===== config.mk =====
export PLATFORM = sky130hd
export DESIGN_NAME = rv_core
export DESIGN_NICKNAME = d
export VERILOG_FILES = /design/src/rv_pkg.sv /design/src/alu.sv /design/src/immediate_generator.sv /design/src/regfile.sv /design/src/control_unit.sv /design/src/singlecycle_datapath.sv /design/src/rv_core.sv
export SDC_FILE = /design/constraint.sdc
export NUM_CORES = 2
export LEC_CHECK = 0
export BUFFER_PORTS_ARGS = -buffer_cell sky130_fd_sc_hd__buf_2
export CAP_MARGIN = 5
export CORE_ASPECT_RATIO = 1.25
export CORE_UTILIZATION = 64
export DETAILED_ROUTE_END_ITERATION = 8
export GPL_TIMING_DRIVEN = 0
export PLACE_DENSITY_LB_ADDON = 0.12
export SLEW_MARGIN = 30
export SYNTH_ARGS = -nofsm -noshare
export SYNTH_HDL_FRONTEND = slang
export SYNTH_SLANG_ARGS = --single-unit

===== constraint.sdc =====
create_clock -name clock -period 8.49 [get_ports clock]
set_input_delay 0 -clock clock [delete_from_list [all_inputs] [get_ports clock]]
set_output_delay 0 -clock clock [all_outputs]
set_load 0.05 [all_outputs]

===== src/rv_pkg.sv =====
/*
  Shared types and constants for the RV32I single-cycle core.
  Modules refer to these by scoped names such as rv_pkg::word_t.
*/
package rv_pkg;

  localparam int xlen = 32;

  typedef logic [xlen-1:0] word_t;
  typedef logic [xlen-1:0] addr_t;
  typedef logic [4:0]      reg_addr_t;

  localparam addr_t INITIAL_PC = 32'h0000_0000;

  // Major opcodes ------------------
  localparam logic [6:0] opcode_op     = 7'b0110011;
  localparam logic [6:0] opcode_op_imm = 7'b0010011;
  localparam logic [6:0] opcode_load   = 7'b0000011;
  localparam logic [6:0] opcode_store  = 7'b0100011;
  localparam logic [6:0] opcode_branch = 7'b1100011;
  localparam logic [6:0] opcode_jal    = 7'b1101111;
  localparam logic [6:0] opcode_jalr   = 7'b1100111;
  localparam logic [6:0] opcode_lui    = 7'b0110111;
  localparam logic [6:0] opcode_auipc  = 7'b0010111;

  // Control encodings ------------------
  typedef enum logic [3:0] {
    alu_add, alu_sub, alu_sll, alu_slt, alu_sltu, alu_xor,
    alu_srl, alu_sra, alu_or, alu_and, alu_pass_b
  } alu_func_e;

  typedef enum logic {opa_rs1, opa_pc} operand_a_sel_e;
  typedef enum logic {opb_rs2, opb_imm} operand_b_sel_e;

  typedef enum logic [1:0] {wb_alu, wb_memory, wb_pc_plus_4, wb_immediate} writeback_sel_e;

  // alu_target drops bit 0 of the ALU result
  typedef enum logic [1:0] {npc_pc_plus_4, npc_pc_plus_imm, npc_alu_target} next_pc_sel_e;

  typedef enum logic [2:0] {imm_i, imm_s, imm_b, imm_u, imm_j} imm_format_e;

  // Bundles between blocks ------------------
  typedef struct packed {
    logic [6:0] opcode;
    logic [2:0] funct3;
    logic [6:0] funct7;
  } decode_t;

  typedef struct packed {
    alu_func_e      alu_func;
    operand_a_sel_e operand_a_sel;
    operand_b_sel_e operand_b_sel;
    writeback_sel_e writeback_sel;
    next_pc_sel_e   next_pc_sel;
    imm_format_e    imm_format;
    logic           regfile_write_enable;
    logic           data_write_enable;
  } ctrl_t;

  typedef struct packed {
    logic equal;
    logic less_signed;
    logic less_unsigned;
  } alu_flags_t;

  typedef struct packed {
    addr_t addr;
    word_t wdata;
    logic  write_enable;
  } dmem_req_t;

endpackage


===== src/alu.sv =====
/*
  Combinational ALU for the RV32I integer operations.
  Flags always compare the two operands, so branches reuse them.
*/
`timescale 1ns/1ps

module alu (
  input  rv_pkg::alu_func_e  alu_func,
  input  rv_pkg::word_t      operand_a,
  input  rv_pkg::word_t      operand_b,
  output rv_pkg::word_t      result,
  output rv_pkg::alu_flags_t flags
);

  logic [4:0] shamt;

  // Only the low five bits count for shifts
  assign shamt = operand_b[4:0];

  always_comb begin
    case (alu_func)
      rv_pkg::alu_add:    result = operand_a + operand_b;
      rv_pkg::alu_sub:    result = operand_a - operand_b;
      rv_pkg::alu_sll:    result = operand_a << shamt;
      rv_pkg::alu_slt:    result = {31'b0, $signed(operand_a) < $signed(operand_b)};
      rv_pkg::alu_sltu:   result = {31'b0, operand_a < operand_b};
      rv_pkg::alu_xor:    result = operand_a ^ operand_b;
      rv_pkg::alu_srl:    result = operand_a >> shamt;
      rv_pkg::alu_sra:    result = rv_pkg::word_t'($signed(operand_a) >>> shamt);
      rv_pkg::alu_or:     result = operand_a | operand_b;
      rv_pkg::alu_and:    result = operand_a & operand_b;
      rv_pkg::alu_pass_b: result = operand_b;
      default:            result = '0;
    endcase
  end

  // ------------------------------
  // Compare flags for branches
  // ------------------------------
  always_comb begin
    flags.equal         = (operand_a == operand_b);
    flags.less_signed   = ($signed(operand_a) < $signed(operand_b));
    flags.less_unsigned = (operand_a < operand_b);
  end

endmodule


===== src/immediate_generator.sv =====
/*
  Builds the sign-extended immediate for the selected format.
*/
`timescale 1ns/1ps

module immediate_generator (
  input  rv_pkg::word_t       inst,
  input  rv_pkg::imm_format_e imm_format,
  output rv_pkg::word_t       immediate
);

  always_comb begin
    case (imm_format)
      rv_pkg::imm_i: immediate = {{20{inst[31]}}, inst[31:20]};
      rv_pkg::imm_s: immediate = {{20{inst[31]}}, inst[31:25], inst[11:7]};
      // Branch offsets are in halfwords
      rv_pkg::imm_b: begin
        immediate = {{19{inst[31]}}, inst[31], inst[7], inst[30:25], inst[11:8], 1'b0};
      end
      rv_pkg::imm_u: immediate = {inst[31:12], 12'b0};
      rv_pkg::imm_j: begin
        immediate = {{11{inst[31]}}, inst[31], inst[19:12], inst[20], inst[30:21], 1'b0};
      end
      default:       immediate = '0;
    endcase
  end

endmodule


===== src/regfile.sv =====
/*
  Integer register file, two asynchronous reads and one write port.
  x0 reads as zero and ignores writes.
*/
`timescale 1ns/1ps

module regfile (
  input  logic              clock,
  input  logic              rst_n,
  input  rv_pkg::reg_addr_t rs1_addr,
  input  rv_pkg::reg_addr_t rs2_addr,
  input  rv_pkg::reg_addr_t rd_addr,
  input  rv_pkg::word_t     rd_data,
  input  logic              write_enable,
  output rv_pkg::word_t     rs1_data,
  output rv_pkg::word_t     rs2_data
);

  rv_pkg::word_t regs [32];

  // No writes while the core is held in reset
  always_ff @(posedge clock) begin
    if (rst_n && write_enable && (rd_addr != 5'd0)) begin
      regs[rd_addr] <= rd_data;
    end
  end

  assign rs1_data = (rs1_addr == 5'd0) ? '0 : regs[rs1_addr];
  assign rs2_data = (rs2_addr == 5'd0) ? '0 : regs[rs2_addr];

endmodule


===== src/control_unit.sv =====
/*
  Main decoder. Turns opcode and function fields into data path controls
  and resolves conditional branches from the compare flags.
*/
`timescale 1ns/1ps

module control_unit (
  input  logic               rst_n,
  input  rv_pkg::decode_t    decode,
  input  rv_pkg::alu_flags_t flags,
  output rv_pkg::ctrl_t      ctrl
);

  rv_pkg::alu_func_e arith_func;
  logic              branch_taken;

  // ------------------------------
  // ALU function for op and op_imm
  // ------------------------------
  always_comb begin
    case (decode.funct3)
      3'b000: begin
        // sub only exists in register form
        if ((decode.opcode == rv_pkg::opcode_op) && decode.funct7[5]) begin
          arith_func = rv_pkg::alu_sub;
        end else begin
          arith_func = rv_pkg::alu_add;
        end
      end
      3'b001:  arith_func = rv_pkg::alu_sll;
      3'b010:  arith_func = rv_pkg::alu_slt;
      3'b011:  arith_func = rv_pkg::alu_sltu;
      3'b100:  arith_func = rv_pkg::alu_xor;
      3'b101:  arith_func = decode.funct7[5] ? rv_pkg::alu_sra : rv_pkg::alu_srl;
      3'b110:  arith_func = rv_pkg::alu_or;
      default: arith_func = rv_pkg::alu_and;
    endcase
  end

  always_comb begin
    case (decode.funct3)
      3'b000:  branch_taken = flags.equal;
      3'b001:  branch_taken = !flags.equal;
      3'b100:  branch_taken = flags.less_signed;
      3'b101:  branch_taken = !flags.less_signed;
      3'b110:  branch_taken = flags.less_unsigned;
      3'b111:  branch_taken = !flags.less_unsigned;
      default: branch_taken = 1'b0;
    endcase
  end

  // ------------------------------
  // Per-opcode controls
  // ------------------------------
  always_comb begin
    // Unknown opcodes fall through as a nop
    ctrl.alu_func             = rv_pkg::alu_add;
    ctrl.operand_a_sel        = rv_pkg::opa_rs1;
    ctrl.operand_b_sel        = rv_pkg::opb_imm;
    ctrl.writeback_sel        = rv_pkg::wb_alu;
    ctrl.next_pc_sel          = rv_pkg::npc_pc_plus_4;
    ctrl.imm_format           = rv_pkg::imm_i;
    ctrl.regfile_write_enable = 1'b0;
    ctrl.data_write_enable    = 1'b0;

    case (decode.opcode)
      rv_pkg::opcode_op: begin
        ctrl.alu_func             = arith_func;
        ctrl.operand_b_sel        = rv_pkg::opb_rs2;
        ctrl.regfile_write_enable = 1'b1;
      end
      rv_pkg::opcode_op_imm: begin
        ctrl.alu_func             = arith_func;
        ctrl.regfile_write_enable = 1'b1;
      end
      rv_pkg::opcode_load: begin
        ctrl.writeback_sel        = rv_pkg::wb_memory;
        ctrl.regfile_write_enable = 1'b1;
      end
      rv_pkg::opcode_store: begin
        ctrl.imm_format        = rv_pkg::imm_s;
        ctrl.data_write_enable = 1'b1;
      end
      rv_pkg::opcode_branch: begin
        ctrl.operand_b_sel = rv_pkg::opb_rs2;
        ctrl.imm_format    = rv_pkg::imm_b;
        ctrl.next_pc_sel   = branch_taken ? rv_pkg::npc_pc_plus_imm : rv_pkg::npc_pc_plus_4;
      end
      rv_pkg::opcode_jal: begin
        ctrl.imm_format           = rv_pkg::imm_j;
        ctrl.writeback_sel        = rv_pkg::wb_pc_plus_4;
        ctrl.next_pc_sel          = rv_pkg::npc_pc_plus_imm;
        ctrl.regfile_write_enable = 1'b1;
      end
      rv_pkg::opcode_jalr: begin
        ctrl.writeback_sel        = rv_pkg::wb_pc_plus_4;
        ctrl.next_pc_sel          = rv_pkg::npc_alu_target;
        ctrl.regfile_write_enable = 1'b1;
      end
      rv_pkg::opcode_lui: begin
        ctrl.alu_func             = rv_pkg::alu_pass_b;
        ctrl.imm_format           = rv_pkg::imm_u;
        ctrl.writeback_sel        = rv_pkg::wb_immediate;
        ctrl.regfile_write_enable = 1'b1;
      end
      rv_pkg::opcode_auipc: begin
        ctrl.operand_a_sel        = rv_pkg::opa_pc;
        ctrl.imm_format           = rv_pkg::imm_u;
        ctrl.regfile_write_enable = 1'b1;
      end
      default: ;
    endcase

    // Nothing is written while reset is held
    if (!rst_n) begin
      ctrl.regfile_write_enable = 1'b0;
      ctrl.data_write_enable    = 1'b0;
    end
  end

endmodule


===== src/singlecycle_datapath.sv =====
/*
  Single-cycle data path: field extraction, PC register, operand and
  write-back muxes, and next-PC selection around the ALU and register file.
*/
`timescale 1ns/1ps

module singlecycle_datapath (
  input  logic               clock,
  input  logic               rst_n,
  input  rv_pkg::word_t      inst,
  input  rv_pkg::ctrl_t      ctrl,
  input  rv_pkg::word_t      data_rdata,
  output rv_pkg::decode_t    decode,
  output rv_pkg::alu_flags_t flags,
  output rv_pkg::addr_t      pc,
  output rv_pkg::dmem_req_t  dmem_req
);

  rv_pkg::reg_addr_t rs1_addr;
  rv_pkg::reg_addr_t rs2_addr;
  rv_pkg::reg_addr_t rd_addr;
  rv_pkg::word_t     rs1_data;
  rv_pkg::word_t     rs2_data;
  rv_pkg::word_t     immediate;
  rv_pkg::word_t     operand_a;
  rv_pkg::word_t     operand_b;
  rv_pkg::word_t     alu_result;
  rv_pkg::word_t     rd_data;
  rv_pkg::addr_t     pc_plus_4;
  rv_pkg::addr_t     pc_plus_imm;
  rv_pkg::addr_t     next_pc;

  // Instruction fields ------------------
  assign rs1_addr      = inst[19:15];
  assign rs2_addr      = inst[24:20];
  assign rd_addr       = inst[11:7];
  assign decode.opcode = inst[6:0];
  assign decode.funct3 = inst[14:12];
  assign decode.funct7 = inst[31:25];

  regfile regs (
    .clock        (clock),
    .rst_n        (rst_n),
    .rs1_addr     (rs1_addr),
    .rs2_addr     (rs2_addr),
    .rd_addr      (rd_addr),
    .rd_data      (rd_data),
    .write_enable (ctrl.regfile_write_enable),
    .rs1_data     (rs1_data),
    .rs2_data     (rs2_data)
  );

  immediate_generator igen (
    .inst       (inst),
    .imm_format (ctrl.imm_format),
    .immediate  (immediate)
  );

  assign operand_a = (ctrl.operand_a_sel == rv_pkg::opa_pc) ? pc : rs1_data;
  assign operand_b = (ctrl.operand_b_sel == rv_pkg::opb_imm) ? immediate : rs2_data;

  alu alu_core (
    .alu_func  (ctrl.alu_func),
    .operand_a (operand_a),
    .operand_b (operand_b),
    .result    (alu_result),
    .flags     (flags)
  );

  // ------------------------------
  // Write-back and next PC
  // ------------------------------
  assign pc_plus_4   = pc + 32'd4;
  assign pc_plus_imm = pc + immediate;

  always_comb begin
    case (ctrl.writeback_sel)
      rv_pkg::wb_memory:    rd_data = data_rdata;
      rv_pkg::wb_pc_plus_4: rd_data = pc_plus_4;
      rv_pkg::wb_immediate: rd_data = immediate;
      default:              rd_data = alu_result;
    endcase
  end

  always_comb begin
    case (ctrl.next_pc_sel)
      rv_pkg::npc_pc_plus_imm: next_pc = pc_plus_imm;
      rv_pkg::npc_alu_target:  next_pc = {alu_result[31:1], 1'b0};
      default:                 next_pc = pc_plus_4;
    endcase
  end

  always_ff @(posedge clock) begin
    if (!rst_n) begin
      pc <= rv_pkg::INITIAL_PC;
    end else begin
      pc <= next_pc;
    end
  end

  // Data memory request, word address from the ALU
  assign dmem_req.addr         = alu_result;
  assign dmem_req.wdata        = rs2_data;
  assign dmem_req.write_enable = ctrl.data_write_enable;

endmodule


===== src/rv_core.sv =====
/*
  RV32I single-cycle core top level. Instruction and data memories sit
  outside and answer combinationally; data writes commit on the clock edge.
*/
`timescale 1ns/1ps

module rv_core (
  input  logic              clock,
  input  logic              rst_n,
  output rv_pkg::addr_t     inst_addr,
  input  rv_pkg::word_t     inst,
  output rv_pkg::dmem_req_t dmem_req,
  input  rv_pkg::word_t     data_rdata
);

  rv_pkg::decode_t    decode;
  rv_pkg::alu_flags_t flags;
  rv_pkg::ctrl_t      ctrl;

  control_unit ctrl_unit (
    .rst_n  (rst_n),
    .decode (decode),
    .flags  (flags),
    .ctrl   (ctrl)
  );

  // PC drives the instruction port directly
  singlecycle_datapath datapath (
    .clock      (clock),
    .rst_n      (rst_n),
    .inst       (inst),
    .ctrl       (ctrl),
    .data_rdata (data_rdata),
    .decode     (decode),
    .flags      (flags),
    .pc         (inst_addr),
    .dmem_req   (dmem_req)
  );

endmodule


==> results.py, run 1 <==
metrics = {
    "cts": {
        "cts_buffers": 92,
        "htreeDepth": 3,
        "cts_buffer_depth": 3,
        "clockRootBuffer": "clkbuf_16",
        "cts_num_sinks": 1056,
    },
    "synth": {
        "ys.flop_type": "edfxtp_1",
        "synth_edf_count": 1024,
        "synthCells": 4492,
        "synth.cell_area_um2": 62000,
        "synth_seq_cells": 1056,
        "seq_area_frac_synth": 0.506,
        "yosysUniqueCellTypes": 117,
        "avgSynthCellArea_um2": 13.8,
        "synthArstFlopShare": 0,
        "yosysWarnings": 0,
    },
    "placement": {
        "gp_congestion": 1.17,
        "dp_hpwl_um": 264000,
        "place_inst": 6077,
        "io_buffers": 157,
        "dpl-instance-area_um2": 67800,
    },
    "status": {
        "firstError": "[ERROR GRT-0116] Global routing finished with congestion. Check the congestion regions in the DRC Viewer.",
        "outcome": "did not finish",
        "lastStage": "5_1_grt",
    },
    "global_route": {
        "grtUsageTotal": 0.966,
        "grt_overflow": 3940,
        "grt_pass1_wl_um": 660000,
        "grt_max_degree": 33,
        "grt_pass1_vias": 71600,
    },
    "floorplan": {
        "core.rowCount": 127,
        "die-width_um": 280,
        "io_pins": 163,
        "die_h_um": 350,
        "start_util": 0.646,
    },
}
==> synthesized netlist by cell type (30+ instances only) <==
master | count | area, um^2
a211oi_1 | 33 | 248
a21o_1 | 69 | 518
a21oi_1 | 217 | 1090
a221oi_1 | 43 | 377
a22o_1 | 30 | 263
a22oi_1 | 65 | 488
and3_1 | 30 | 188
buf_2 | 106 | 531
buf_6 | 36 | 405
clkbuf_1 | 145 | 544
dfxtp_1 | 32 | 641
edfxtp_1 | 1024 | 30700
ha_1 | 134 | 1680
inv_1 | 120 | 450
mux2_2 | 66 | 743
mux2i_1 | 170 | 1700
mux4_2 | 496 | 11200
nand2_1 | 317 | 1190
nand3_1 | 95 | 475
nor2_1 | 252 | 946
nor3_1 | 64 | 320
o211ai_1 | 46 | 345
o21ai_0 | 149 | 746
o21ai_1 | 36 | 180
o221ai_1 | 62 | 543
o22ai_1 | 39 | 244
xnor2_1 | 34 | 298
xor2_1 | 35 | 307
==> per-layer routing <==
metal  GRT overflow  track usage
met1            367        0.927
met2           2116         1.07
met3            356        0.884
met4           1032         1.01
met5             69        0.761
==> timing repair <==
item,CTS
buffers inserted,1
pin swaps,1
setup endpoints to repair,728
hold endpoints to repair,44
hold buffers,3
resized for setup,78
==> cell families after synthesis <==
family / share of synthesized area
AO/OA/AOI/OAI: 0.122
flip-flops: 0.506
AND/OR/NAND/NOR: 0.0696
multiplexers: 0.226
buffers and inverters: 0.0385
adder cells (fa/ha/maj): 0.0280
XOR/XNOR: 0.00974
other: 0.0000605
==> per-stage QoR <==
step | hold slack, ns | setup WS [ns]
after CTS | 0.0201 | 0.00814
after global placement | 0.596 | -3.40
after floorplan | 0.300 | 0.773
after detailed placement | 0.616 | -2.55
==> inputs of run 2 (changes only) <==
--- a/config.mk
+++ b/config.mk
@@ -7,11 +7,10 @@
 export LEC_CHECK = 0
 export BUFFER_PORTS_ARGS = -buffer_cell sky130_fd_sc_hd__buf_2
 export CAP_MARGIN = 5
-export CORE_ASPECT_RATIO = 1.25
-export CORE_UTILIZATION = 64
+export CORE_UTILIZATION = 40
 export DETAILED_ROUTE_END_ITERATION = 8
 export GPL_TIMING_DRIVEN = 0
-export PLACE_DENSITY_LB_ADDON = 0.12
+export PLACE_DENSITY_LB_ADDON = 0.15
 export SLEW_MARGIN = 30
 export SYNTH_ARGS = -nofsm -noshare
 export SYNTH_HDL_FRONTEND = slang
==> run 2 against run 1 <==
Against the previous run:
- the flow now finishes, with violations (negative setup slack)
- area after synthesis unchanged
- synthesized cell count did not move
==> results.py, run 2 <==
metrics = {
    "status": {
        "outcome": "complete, but fails checks",
        "violations": "negative setup slack",
    },
    "sta": {
        "drv_slew": 0,
        "setup_ws_ns": -0.0530,
        "fmax_ghz": 0.117,
        "setup_viol": 2,
        "fin_crit_sh": 1.01,
        "period_needed_ns": 8.54,
        "rsz0062_at_grt": "false",
        "finClkSkew_ns": 0.0389,
        "hold_ws_ns": 0.0762,
        "hold_viol_final": 0,
        "worst_slew_pin_slew_ns": 1.20,
        "max_slew_margin": 0.201,
        "setup_tns_ns": -0.0795,
    },
    "floorplan": {
        "die-area_um2": 157000,
        "die-width_um": 396,
        "core_area_um2": 154000,
        "die_h_um": 396,
        "core.rowCount": 144,
        "io_pins": 163,
        "start_util": 0.403,
    },
    "layout": {
        "drive_gt1_frac": 0.296,
        "syn_to_final_growth_pct": 19.4,
        "reg_top3": "datapath.regs.regs x1024, datapath.pc x32",
        "final_cells": 7094,
        "layout.nets": 5151,
        "final_cell_mix": "edfxtp_1 (1024), mux4_2 (496), nand2_1 (316)",
        "fillers": 13500,
        "regMostFlops": "datapath.regs.regs",
        "mostFrequentLayoutCell": "edfxtp_1",
        "largest_register_ffs": 1024,
    },
    "global_route": {
        "antenna_found_initial": 27,
        "grt_overflow": 0,
        "grt_max_degree": 33,
        "grtUsageTotal": 0.435,
        "grt_pass1_wl_um": 451000,
        "grt_pass1_vias": 48200,
    },
    "setup_path": {
        "worstPathRequired_ns": 8.49,
        "cp_max_fo": 10,
        "critPathCaptureType": "primary output",
        "startpoint_type": "input pin",
        "critical_path_class": "input pin to primary output",
        "critical_path_arrival_ns": 8.54,
    },
    "synth": {
        "yosysWarnings": 0,
        "synth_compound_area_frac": 0.122,
        "yosys.area.top_type_share": 0.496,
        "synthArstFlopShare": 0,
        "yosysUniqueCellTypes": 117,
        "ys.flop_type": "edfxtp_1",
        "netlist.top_cell.by_area": "edfxtp_1",
        "synth-adder-area-share": 0.0280,
        "synth_seq_cells": 1056,
        "ys_top_cells_by_area": "edfxtp_1 (50%), mux4_2 (18%), mux2i_1 (2.7%), ha_1 (2.7%), nand2_1 (1.9%)",
        "synth.cell_area_um2": 62000,
        "synth_mux_area_frac": 0.226,
        "synth_top_family_by_area": "multiplexers",
        "synth-simple-area-share": 0.0696,
        "avgSynthCellArea_um2": 13.8,
        "synth_most_common_cell": "edfxtp_1",
        "seq_area_frac_synth": 0.506,
        "netlist_top_cells_count": "edfxtp_1 (1024), mux4_2 (496), nand2_1 (317)",
        "synth-xor-area-share": 0.00974,
        "synth_edf_count": 1024,
        "synthCells": 4492,
    },
    "placement": {
        "io_buffers": 157,
        "pre_cts_slack_ns": -2.68,
        "place_inst": 6874,
        "gp_congestion": 1.12,
        "dp_hpwl_um": 262000,
    },
    "cts": {
        "cts_num_sinks": 1056,
        "cts.clk_slew.worst_paths_ns": 0.06,
        "insertion_delay_ns": 0.74,
        "cts_tree": "yes",
        "htreeDepth": 3,
        "cts_buffer_depth": 3,
        "cts_buffers": 107,
        "clockRootBuffer": "clkbuf_16",
    },
    "routing": {
        "ant_nets": 0,
        "drt_iter0_markers": 8149,
        "via_per_inst": 7.19,
        "wl_um": 346000,
        "dr.pass1.iters": 6,
        "drc": 0,
        "wl_per_cell_um": 48.7,
        "vias": 51000,
    },
    "power": {
        "p_per_area_nw_per_um2": 209,
        "max-vdd-ir-drop_mv": 0.194,
        "p_leak_nw": 26.0,
    },
    "run": {
        "drv_cap": 0,
    },
    "hold_path": {
        "min_path_type": "input pin to register",
    },
}
## run 2: cell counts after synthesis
Identical to the previous run, type by type.
## run 2: path summary, 6_finish.rpt
| path | slack, ns | start | end | cells after the start |
|---|---|---|---|---|
| setup / recovery | -0.05 | inst[16] | dmem_req[59] | 24 |
| hold / removal | 0.08 | data_rdata[28] | datapath.regs.regs[3][28]$_DFFE_PP_ | 3 |
| setup reg to reg | 0.19 | datapath.regs.regs[23][3]$_DFFE_PP_ | datapath.pc[15]$_SDFF_PN0_ | 29 |
| hold reg to reg | 0.80 | datapath.pc[16]$_SDFF_PN0_ | datapath.pc[16]$_SDFF_PN0_ | 2 |
## run 2: cells by family after synthesis
group,after synthesis
buf+inv,476
simple gates,929
mux,760
fa+ha+maj,137
xor+xnor,69
other cells,1
flops,1056
compound gates,1064
## run 2: timing repair
item | CTS | global route
gates cloned | 0 | 0
hold buffers | 8 | 0
endpoints found under the hold margin | 96 | 0
pin swaps | 2 | 2
gates resized for setup | 67 | 39
setup endpoints to repair | 712 | 83
buffers inserted | 2 | 3
## run 2: critical path, cell delays in order
cell and delay [ns]:
buf_2 0.10, buf_4 0.21, buf_2 0.57, clkbuf_4 0.59
buf_2 0.60, mux4_2 0.42, mux2i_1 0.29, nand2_1 0.16
a41oi_4 0.59, inv_1 0.42, ha_1 0.40, clkbuf_1 0.36
inv_1 0.17, o311ai_1 0.16, a21oi_1 0.28, a211oi_2 0.39
o31ai_2 0.17, a221o_1 0.45, a211oi_1 0.36, o21bai_1 0.20
o2bb2ai_1 0.16, o21ai_1 0.49, o2111ai_2 0.49, buf_2 0.38
## run 2: where the power goes
part	leakage [nW]	switching, mW	internal (mW)	total, mW
registers	9.50	0.0246	6.19	6.22
logic	14.6	2.93	1.10	4.03
clock network	1.85	2.17	3.09	5.26
total	26.0	5.12	10.4	15.5
## run 2: final cells by class
cell class / count / area (um^2) / share of cell area
diodes: 8 / 20.0 / 0.000270
plain buffers: 330 / 2040 / 0.0276
clock buffers: 129 / 2800 / 0.0378
clock inverters: 74 / 1010 / 0.0136
inverters: 139 / 524 / 0.00708
multi-input cells: 2991 / 29300 / 0.395
flip-flops and latches: 1056 / 31400 / 0.424
well taps: 2044 / 2560 / 0.0345
repair buffers: 323 / 4450 / 0.0601
## run 2: layer usage
layer  vias to the layer above  part of all wire  global-route usage
met5                         -           0.00036                   0
met4                        18              0.10               0.359
met3                      1137              0.12               0.121
met2                      4280              0.44               0.651
met1                     26400              0.34               0.522
li1                      19200                 -                   -
## run 2: per-stage QoR
step | instance area [um^2] | utilization | total power, mW
after global placement | 65500 | 0.425 | 9.92
after detailed placement | 69800 | 0.453 | 10.1
after floorplan | 62100 | - | 8.28
final | 74100 | 0.481 | 15.5
after CTS | 73900 | 0.480 | 15.3
after global routing | 74100 | 0.481 | 15.7
Note: power is estimated with default switching activity, not from simulation.
